### config.mk
export PLATFORM = sky130hd
export DESIGN_NAME = amac_top
export DESIGN_NICKNAME = d
export VERILOG_FILES = /design/src/hdl/amac_pkg.sv /design/src/hdl/amac_top.sv /design/src/hdl/approx_mul16.sv /design/src/hdl/mac_accum.sv /design/src/hdl/mul_stage.sv
export VERILOG_INCLUDE_DIRS = /design/src /design/src/hdl
export SDC_FILE = /design/constraint.sdc
export NUM_CORES = 1
export LEC_CHECK = 0
export BUFFER_PORTS_ARGS = -buffer_cell sky130_fd_sc_hd__buf_4
export CAP_MARGIN = 20
export CORE_MARGIN = 1.5
export CORE_UTILIZATION = 35
export DETAILED_ROUTE_END_ITERATION = 10
export GPL_TIMING_DRIVEN = 0
export PLACE_DENSITY = 0.61
export SYNTH_ARGS = -nofsm -noshare
export SYNTH_HDL_FRONTEND = slang
export SYNTH_SLANG_ARGS = --single-unit
### constraint.sdc
create_clock -name clk -period 17.3 [get_ports clk]
set_input_delay 0.865 -clock clk [delete_from_list [all_inputs] [get_ports clk]]
set_output_delay 0.865 -clock clk [all_outputs]
set_load 0.02 [all_outputs]
### src/hdl/amac_config.svh
`ifndef AMAC_CONFIG_SVH
`define AMAC_CONFIG_SVH

// operand width of the multiplier inputs
`define AMAC_OPW 16

// full product width, also the width of the saturated result
`define AMAC_PRODW 32

// accumulator width, needs at least one guard bit above the product
`define AMAC_ACCW 40

`endif

### src/hdl/amac_pkg.sv
`include "amac_config.svh"

package amac_pkg;

    // 2'b11 is not a legal opcode and leaves the accumulator alone
    typedef enum logic [1:0] {
        OP_CLR = 2'b00,
        OP_MUL = 2'b01,
        OP_MAC = 2'b10
    } mac_op_e;

    typedef struct packed {
        mac_op_e                      op;
        logic signed [`AMAC_OPW-1:0]  x;
        logic signed [`AMAC_OPW-1:0]  y;
    } mac_req_t;

    // acc is the accumulator clamped to the signed product range
    typedef struct packed {
        logic [`AMAC_PRODW-1:0]         prod;
        logic signed [`AMAC_PRODW-1:0]  acc;
        logic                           ovf;
    } mac_rsp_t;

endpackage

### src/hdl/amac_top.sv
`timescale 1ns/100ps

`include "amac_config.svh"

module amac_top (
    input  logic                clk,
    input  logic                arst_n,
    input  logic                req_valid,
    input  amac_pkg::mac_req_t  req,
    output logic                rsp_valid,
    output amac_pkg::mac_rsp_t  rsp
);

    import amac_pkg::*;

    logic                   stage_valid;
    mac_op_e                stage_op;
    logic [`AMAC_PRODW-1:0] stage_prod;

    // first cycle registers the operands, the multiplier sits behind the register
    mul_stage u_stage (
        .clk         (clk),
        .arst_n      (arst_n),
        .req_valid   (req_valid),
        .req         (req),
        .stage_valid (stage_valid),
        .stage_op    (stage_op),
        .stage_prod  (stage_prod)
    );

    // second cycle updates the accumulator and registers the response
    mac_accum u_accum (
        .clk         (clk),
        .arst_n      (arst_n),
        .stage_valid (stage_valid),
        .stage_op    (stage_op),
        .stage_prod  (stage_prod),
        .rsp_valid   (rsp_valid),
        .rsp         (rsp)
    );

endmodule

### src/hdl/approx_mul16.sv
`timescale 1ns/100ps

module approx_mul16 (
    input  logic signed [15:0] x,
    input  logic signed [15:0] y,
    output logic [31:0]        z
);

    // pp[r] is the Baugh-Wooley row for x[r], weight 2**r
    logic [15:0] pp [16];

    // compensation vectors that stand in for the low part of rows one to six
    logic [20:0] comp_a;
    logic [20:0] comp_b;
    logic [20:0] comp_c;
    logic [20:0] comp_d;

    // exact sum of rows seven to sixteen
    logic [31:0] row_sum;

    // the sign column of every row but the last one is inverted
    always_comb begin
        for (int r = 0; r < 15; r++) begin
            pp[r][14:0] = y[14:0] & {15{x[r]}};
            pp[r][15]   = ~(y[15] & x[r]);
        end
        pp[15][14:0] = ~(y[14:0] & {15{x[15]}});
        pp[15][15]   = y[15] & x[15];
    end

    // half adder style pairs taken from rows one to six
    always_comb begin
        comp_a = '0;
        comp_a[3]  = pp[2][1] ^ pp[3][0];
        comp_a[4]  = pp[2][1] & pp[3][0];
        comp_a[6]  = pp[4][1] & pp[5][0];
        comp_a[7]  = pp[0][7] ^ pp[1][6];
        comp_a[8]  = pp[0][7] & pp[1][6];
        comp_a[10] = pp[4][5] & pp[5][4];
        comp_a[12] = pp[0][11] & pp[1][10];
        comp_a[13] = pp[0][12] & pp[1][11];
        comp_a[14] = pp[4][10] ^ pp[5][9];
        comp_a[15] = pp[2][13] ^ pp[3][12];
        // the constant one of the first row is folded in with the row two sign bit
        comp_a[17] = pp[1][15];
        comp_a[18] = pp[2][15] & pp[3][14];
        comp_a[19] = pp[4][14] & pp[5][13];
        comp_a[20] = pp[4][15] & pp[5][14];
    end

    always_comb begin
        comp_b = '0;
        comp_b[7]  = pp[2][4] & pp[3][3];
        comp_b[13] = pp[2][10] & pp[3][9];
        comp_b[17] = ~pp[1][15];
        comp_b[18] = pp[3][15];
        comp_b[19] = pp[4][15] ^ pp[5][14];
        comp_b[20] = pp[5][15];
    end

    always_comb begin
        comp_c = '0;
        comp_c[7]  = pp[4][3] ^ pp[5][2];
        comp_c[17] = pp[2][15] ^ pp[3][14];
        comp_c[18] = pp[4][13] | pp[5][12];
    end

    always_comb begin
        comp_d = '0;
        comp_d[17] = pp[4][12] & pp[5][11];
        comp_d[18] = pp[4][14] ^ pp[5][13];
    end

    // bit 31 carries the constant one of the last row
    always_comb begin
        row_sum = 32'h8000_0000;
        for (int r = 6; r < 16; r++) begin
            row_sum = row_sum + ({16'b0, pp[r]} << r);
        end
    end

    // everything wraps modulo 2**32
    assign z = row_sum
             + {11'b0, comp_a}
             + {11'b0, comp_b}
             + {11'b0, comp_c}
             + {11'b0, comp_d};

endmodule

### src/hdl/mac_accum.sv
`timescale 1ns/100ps

`include "amac_config.svh"

module mac_accum (
    input  logic                    clk,
    input  logic                    arst_n,
    input  logic                    stage_valid,
    input  amac_pkg::mac_op_e       stage_op,
    input  logic [`AMAC_PRODW-1:0]  stage_prod,
    output logic                    rsp_valid,
    output amac_pkg::mac_rsp_t      rsp
);

    import amac_pkg::*;

    localparam int ACCW  = `AMAC_ACCW;
    localparam int PRODW = `AMAC_PRODW;

    // signed limits of the product range, extended to accumulator width
    localparam logic signed [ACCW-1:0] SAT_MAX = {{(ACCW-PRODW+1){1'b0}}, {(PRODW-1){1'b1}}};
    localparam logic signed [ACCW-1:0] SAT_MIN = {{(ACCW-PRODW+1){1'b1}}, {(PRODW-1){1'b0}}};

    logic signed [ACCW-1:0]  acc_q;
    logic signed [ACCW-1:0]  acc_next;
    logic signed [ACCW-1:0]  prod_ext;
    logic signed [PRODW-1:0] acc_sat;
    logic                    sat_hi;
    logic                    sat_lo;
    mac_rsp_t                rsp_q;
    logic                    valid_q;

    assign prod_ext = {{(ACCW-PRODW){stage_prod[PRODW-1]}}, stage_prod};

    always_comb begin
        case (stage_op)
            OP_CLR:  acc_next = '0;
            OP_MUL:  acc_next = prod_ext;
            OP_MAC:  acc_next = acc_q + prod_ext;
            default: acc_next = acc_q;
        endcase
    end

    // the clamp looks at the value the accumulator is about to take
    assign sat_hi  = acc_next > SAT_MAX;
    assign sat_lo  = acc_next < SAT_MIN;
    assign acc_sat = sat_hi ? SAT_MAX[PRODW-1:0] :
                     sat_lo ? SAT_MIN[PRODW-1:0] : acc_next[PRODW-1:0];

    always_ff @(posedge clk or negedge arst_n) begin
        if (!arst_n) begin
            acc_q   <= '0;
            rsp_q   <= '0;
            valid_q <= 1'b0;
        end else begin
            valid_q <= stage_valid;
            if (stage_valid) begin
                acc_q      <= acc_next;
                rsp_q.prod <= stage_prod;
                rsp_q.acc  <= acc_sat;
                rsp_q.ovf  <= sat_hi | sat_lo;
            end
        end
    end

    assign rsp_valid = valid_q;
    assign rsp       = rsp_q;

endmodule

### src/hdl/mul_stage.sv
`timescale 1ns/100ps

`include "amac_config.svh"

module mul_stage (
    input  logic                    clk,
    input  logic                    arst_n,
    input  logic                    req_valid,
    input  amac_pkg::mac_req_t      req,
    output logic                    stage_valid,
    output amac_pkg::mac_op_e       stage_op,
    output logic [`AMAC_PRODW-1:0]  stage_prod
);

    import amac_pkg::*;

    mac_req_t req_q;
    logic     valid_q;

    always_ff @(posedge clk or negedge arst_n) begin
        if (!arst_n) begin
            valid_q <= 1'b0;
        end else begin
            valid_q <= req_valid;
        end
    end

    // operands only move on a strobe and hold otherwise
    always_ff @(posedge clk) begin
        if (req_valid) begin
            req_q <= req;
        end
    end

    approx_mul16 u_mul (
        .x (req_q.x),
        .y (req_q.y),
        .z (stage_prod)
    );

    assign stage_valid = valid_q;
    assign stage_op    = req_q.op;

endmodule

==> results.md <==
- Antenna diode count: 0
- Peak Freq: 0.09849 GHz
- Antenna Nets Post-Route: 0
- GRT Overall Usage: 19.78%
- Clk slew on worst S/H paths: 0.07 ns
- Area delta synth->final: 14.42%
- Post-CTS setup buffers: 0
- Clk buf depth: 2
- Worst Path Required: 17.66 ns
- Root buf cell: clkbuf_16
- Worst slew pin tran: 0.8759 ns
- CP endpoint kind: register
- Clock Sinks: 137
- TritonCTS clock tree: done
- DP HPWL: 30960 um
- Worst hold path class: primary input to asynchronous set/reset pin
- Initial antenna violation count: 0
- Via count: 11.13k
- PortBufs: 98
- I/O pin cnt: 103
- Inserted Clock Buffers: 17
- Die X: 202.4 um
- DRT Pass-1 Iters: 5
- Largest net degree at the start of global routing: 72
- Final Skew: 0.01141 ns
- Overall die height: 202.4 um
- Worst path most repeated cell: fa_1
- Most common library cells after synthesis: nand2_1, inv_1, fa_1
- Placer congestion estimate: 0.9188
- Ranking of synthesized cells by area: fa_1, dfrtp_1, ha_1
- Setup crit start kind: register
- Drc violations: 0
- Top-area cell type share of the netlist area: 19.57%
- WS Path Type: register to register
- Critical path arrival: 10.52 ns
- WL final: 39080 um
- Post-Syn Area: 13910 um^2
- Syn Area/Cell: 9.495 um^2
- Sequential fraction of the synthesis area: 25.87%
- Initial DRC Count: 742
- GR Overflow Total: 0
- Post-synth EDFFs: 34
- Critical path's slowest cell: edfxtp_1
- Syn. warnings: 0
- Cells after Synth: 1465
- Synth area leader: fa_1
- PostCTS Resize Cnt: 0
- Worst slew margin: 41.61%
- Post-CTS Hold Buffers: 0
- Fin. max-slew vios: 0
- Cell variety after synth: 81
- Status: completed
- Via density: 5.257
- Layout net count: 1882
- Final hold violation count: 0
- Unrepaired setup endpoints after global routing: no
- DIE AREA: 40950 um^2
- Max FO, Critical Path: 10
- Minimum clock period: 10.15 ns
- Core ar.: 38920 um^2
- #FFs+latches synth: 137
- Total negative slack: 0 ns
- Crit path largest cell delay: 0.56 ns
- Synth Flop Type: dfrtp_1
- Number of global-route vias before repair: 11.28k
- Wire per inst: 18.46 um
- Layout cells sized above 1: 12.82%
- Row count: 72
- First-pass GRT wire length: 62950 um
- H-tree Lvls: 4
- Final worst-path cycle share: 58.69%
- Worst skew pair latency: 0.45 ns
- Starting Density: 35.74%
- Count of final setup violators: 0
- Ys async rst share: 75.18%
- Max-Cap Viols: 0
- Count leader, synth: nand2_1
[routing by layer]
metal / up-vias / part of all wire [%] / global-route usage, %
li1: 5207 / - / -
met1: 5572 / 45 / 27.11
met2: 298 / 47 / 32.03
met3: 53 / 5.0 / 2.886
met4: 0 / 2.6 / 6.455
met5: - / 0 / 0
[flip-flops by register name (all words and copies together) (netlist names)]
signal,cells
u_accum.rsp,61
u_stage.stage_op,2
u_accum.acc_q,40
u_stage.stage_valid,1
u_accum.rsp_valid,1
u_stage.req_q,32
[worst max-delay path, delay by kind of cell (launching register included)]
kind / cells / cell delay, ns
adder cells (fa/ha/maj): 8 / 3.84
AO/OA/AOI/OAI: 13 / 3.21
AND/OR/NAND/NOR: 4 / 1.02
buffers and inverters: 7 / 0.97
flip-flops: 1 / 0.56
XOR/XNOR: 2 / 0.45
[final timing paths]
kind                            cells past startpoint                           to                          start  slack (ns)
worst max-delay path                               34  u_accum.rsp[25]$_DFFE_PN0P_    u_stage.req_q[22]$_DFFE_PP_        7.15
worst min-delay path                                1  u_accum.rsp[64]$_DFFE_PN0P_                         arst_n        0.37
worst max register to register                     34  u_accum.rsp[25]$_DFFE_PN0P_    u_stage.req_q[22]$_DFFE_PP_        7.15
worst min register to register                      0  u_accum.rsp_valid$_DFF_PN0_  u_stage.stage_valid$_DFF_PN0_        0.40
max in group asynchronous                           2  u_accum.rsp[47]$_DFFE_PN0P_                         arst_n       16.21
min in group clk                                    0  u_accum.rsp_valid$_DFF_PN0_  u_stage.stage_valid$_DFF_PN0_        0.40
[layout make-up]
| type | count | area [um^2] |
|---|---|---|
| Fill cell | 3910 | 23000 |
| Multi-Input combinational cell | 1077 | 9335 |
| Sequential cell | 137 | 3598 |
| Timing Repair Buffer | 99 | 763.2 |
| Inverter | 187 | 701.9 |
| Tap cell | 518 | 648.1 |
| Clock buffer | 19 | 452.9 |
| Buffer | 67 | 285.3 |
| Clock inverter | 13 | 130.1 |
[logic make-up (layout without fill, tap and decap cells)]
logic type | count (synthesis) | count (layout) | synth area share, %
AOI/OAI and AO/OA | 292 | 292 | 15.18
xor gates and xnor gates | 52 | 52 | 3.274
adders and majority gates | 259 | 259 | 30.64
buffers and inverters | 254 | 385 | 7.097
DFF | 137 | 137 | 25.87
muxes | 46 | 46 | 3.544
other | 1 | 4 | 0.02696
and+or+nand+nor | 424 | 424 | 14.37
[layout by cell type, fill, tap and decap left out, types with 4 or more instances in the layout]
| master | count |
|---|---|
| o221ai_2 | 20 |
| buf_1 | 4 |
| nand2_1 | 193 |
| nor2b_1 | 4 |
| a211oi_1 | 4 |
| buf_4 | 102 |
| a31oi_1 | 9 |
| a21oi_1 | 73 |
| o211ai_1 | 8 |
| nor2_1 | 68 |
| o221ai_1 | 9 |
| o21ai_0 | 69 |
| clkbuf_16 | 17 |
| o22ai_1 | 14 |
| mux2i_1 | 20 |
| nand4_1 | 13 |
| xor2_1 | 24 |
| ha_1 | 123 |
| nand3_1 | 22 |
| mux2_2 | 26 |
| a31o_2 | 4 |
| nor3_1 | 13 |
| inv_1 | 185 |
| dfrtp_1 | 103 |
| and3_1 | 7 |
| a21o_1 | 17 |
| edfxtp_1 | 34 |
| and4_1 | 6 |
| inv_6 | 5 |
| and2_1 | 81 |
| clkbuf_1 | 54 |
| o21a_1 | 12 |
| conb_1 | 4 |
| fa_1 | 136 |
| xnor2_1 | 28 |
| o21bai_1 | 7 |
[stage by stage]
step                setup slack (ns)  std cells  instance area, um^2  hold WS, ns  util (%)
global placement               7.330       2084                15300       0.3887     39.33
global route                   6.585       2117                15920       0.3982     40.90
detailed placement             7.291       2085                15330       0.3824     39.40
finish                         7.147       2117                15920       0.3677     40.90
floorplan                      8.489       1468                13920       0.3519         -
CTS                            7.254       2117                15920       0.3728     40.90
Power is left out: the tool's default activity adds up to more than one toggle a clock period on the data nets, which glitch-free logic cannot reach.
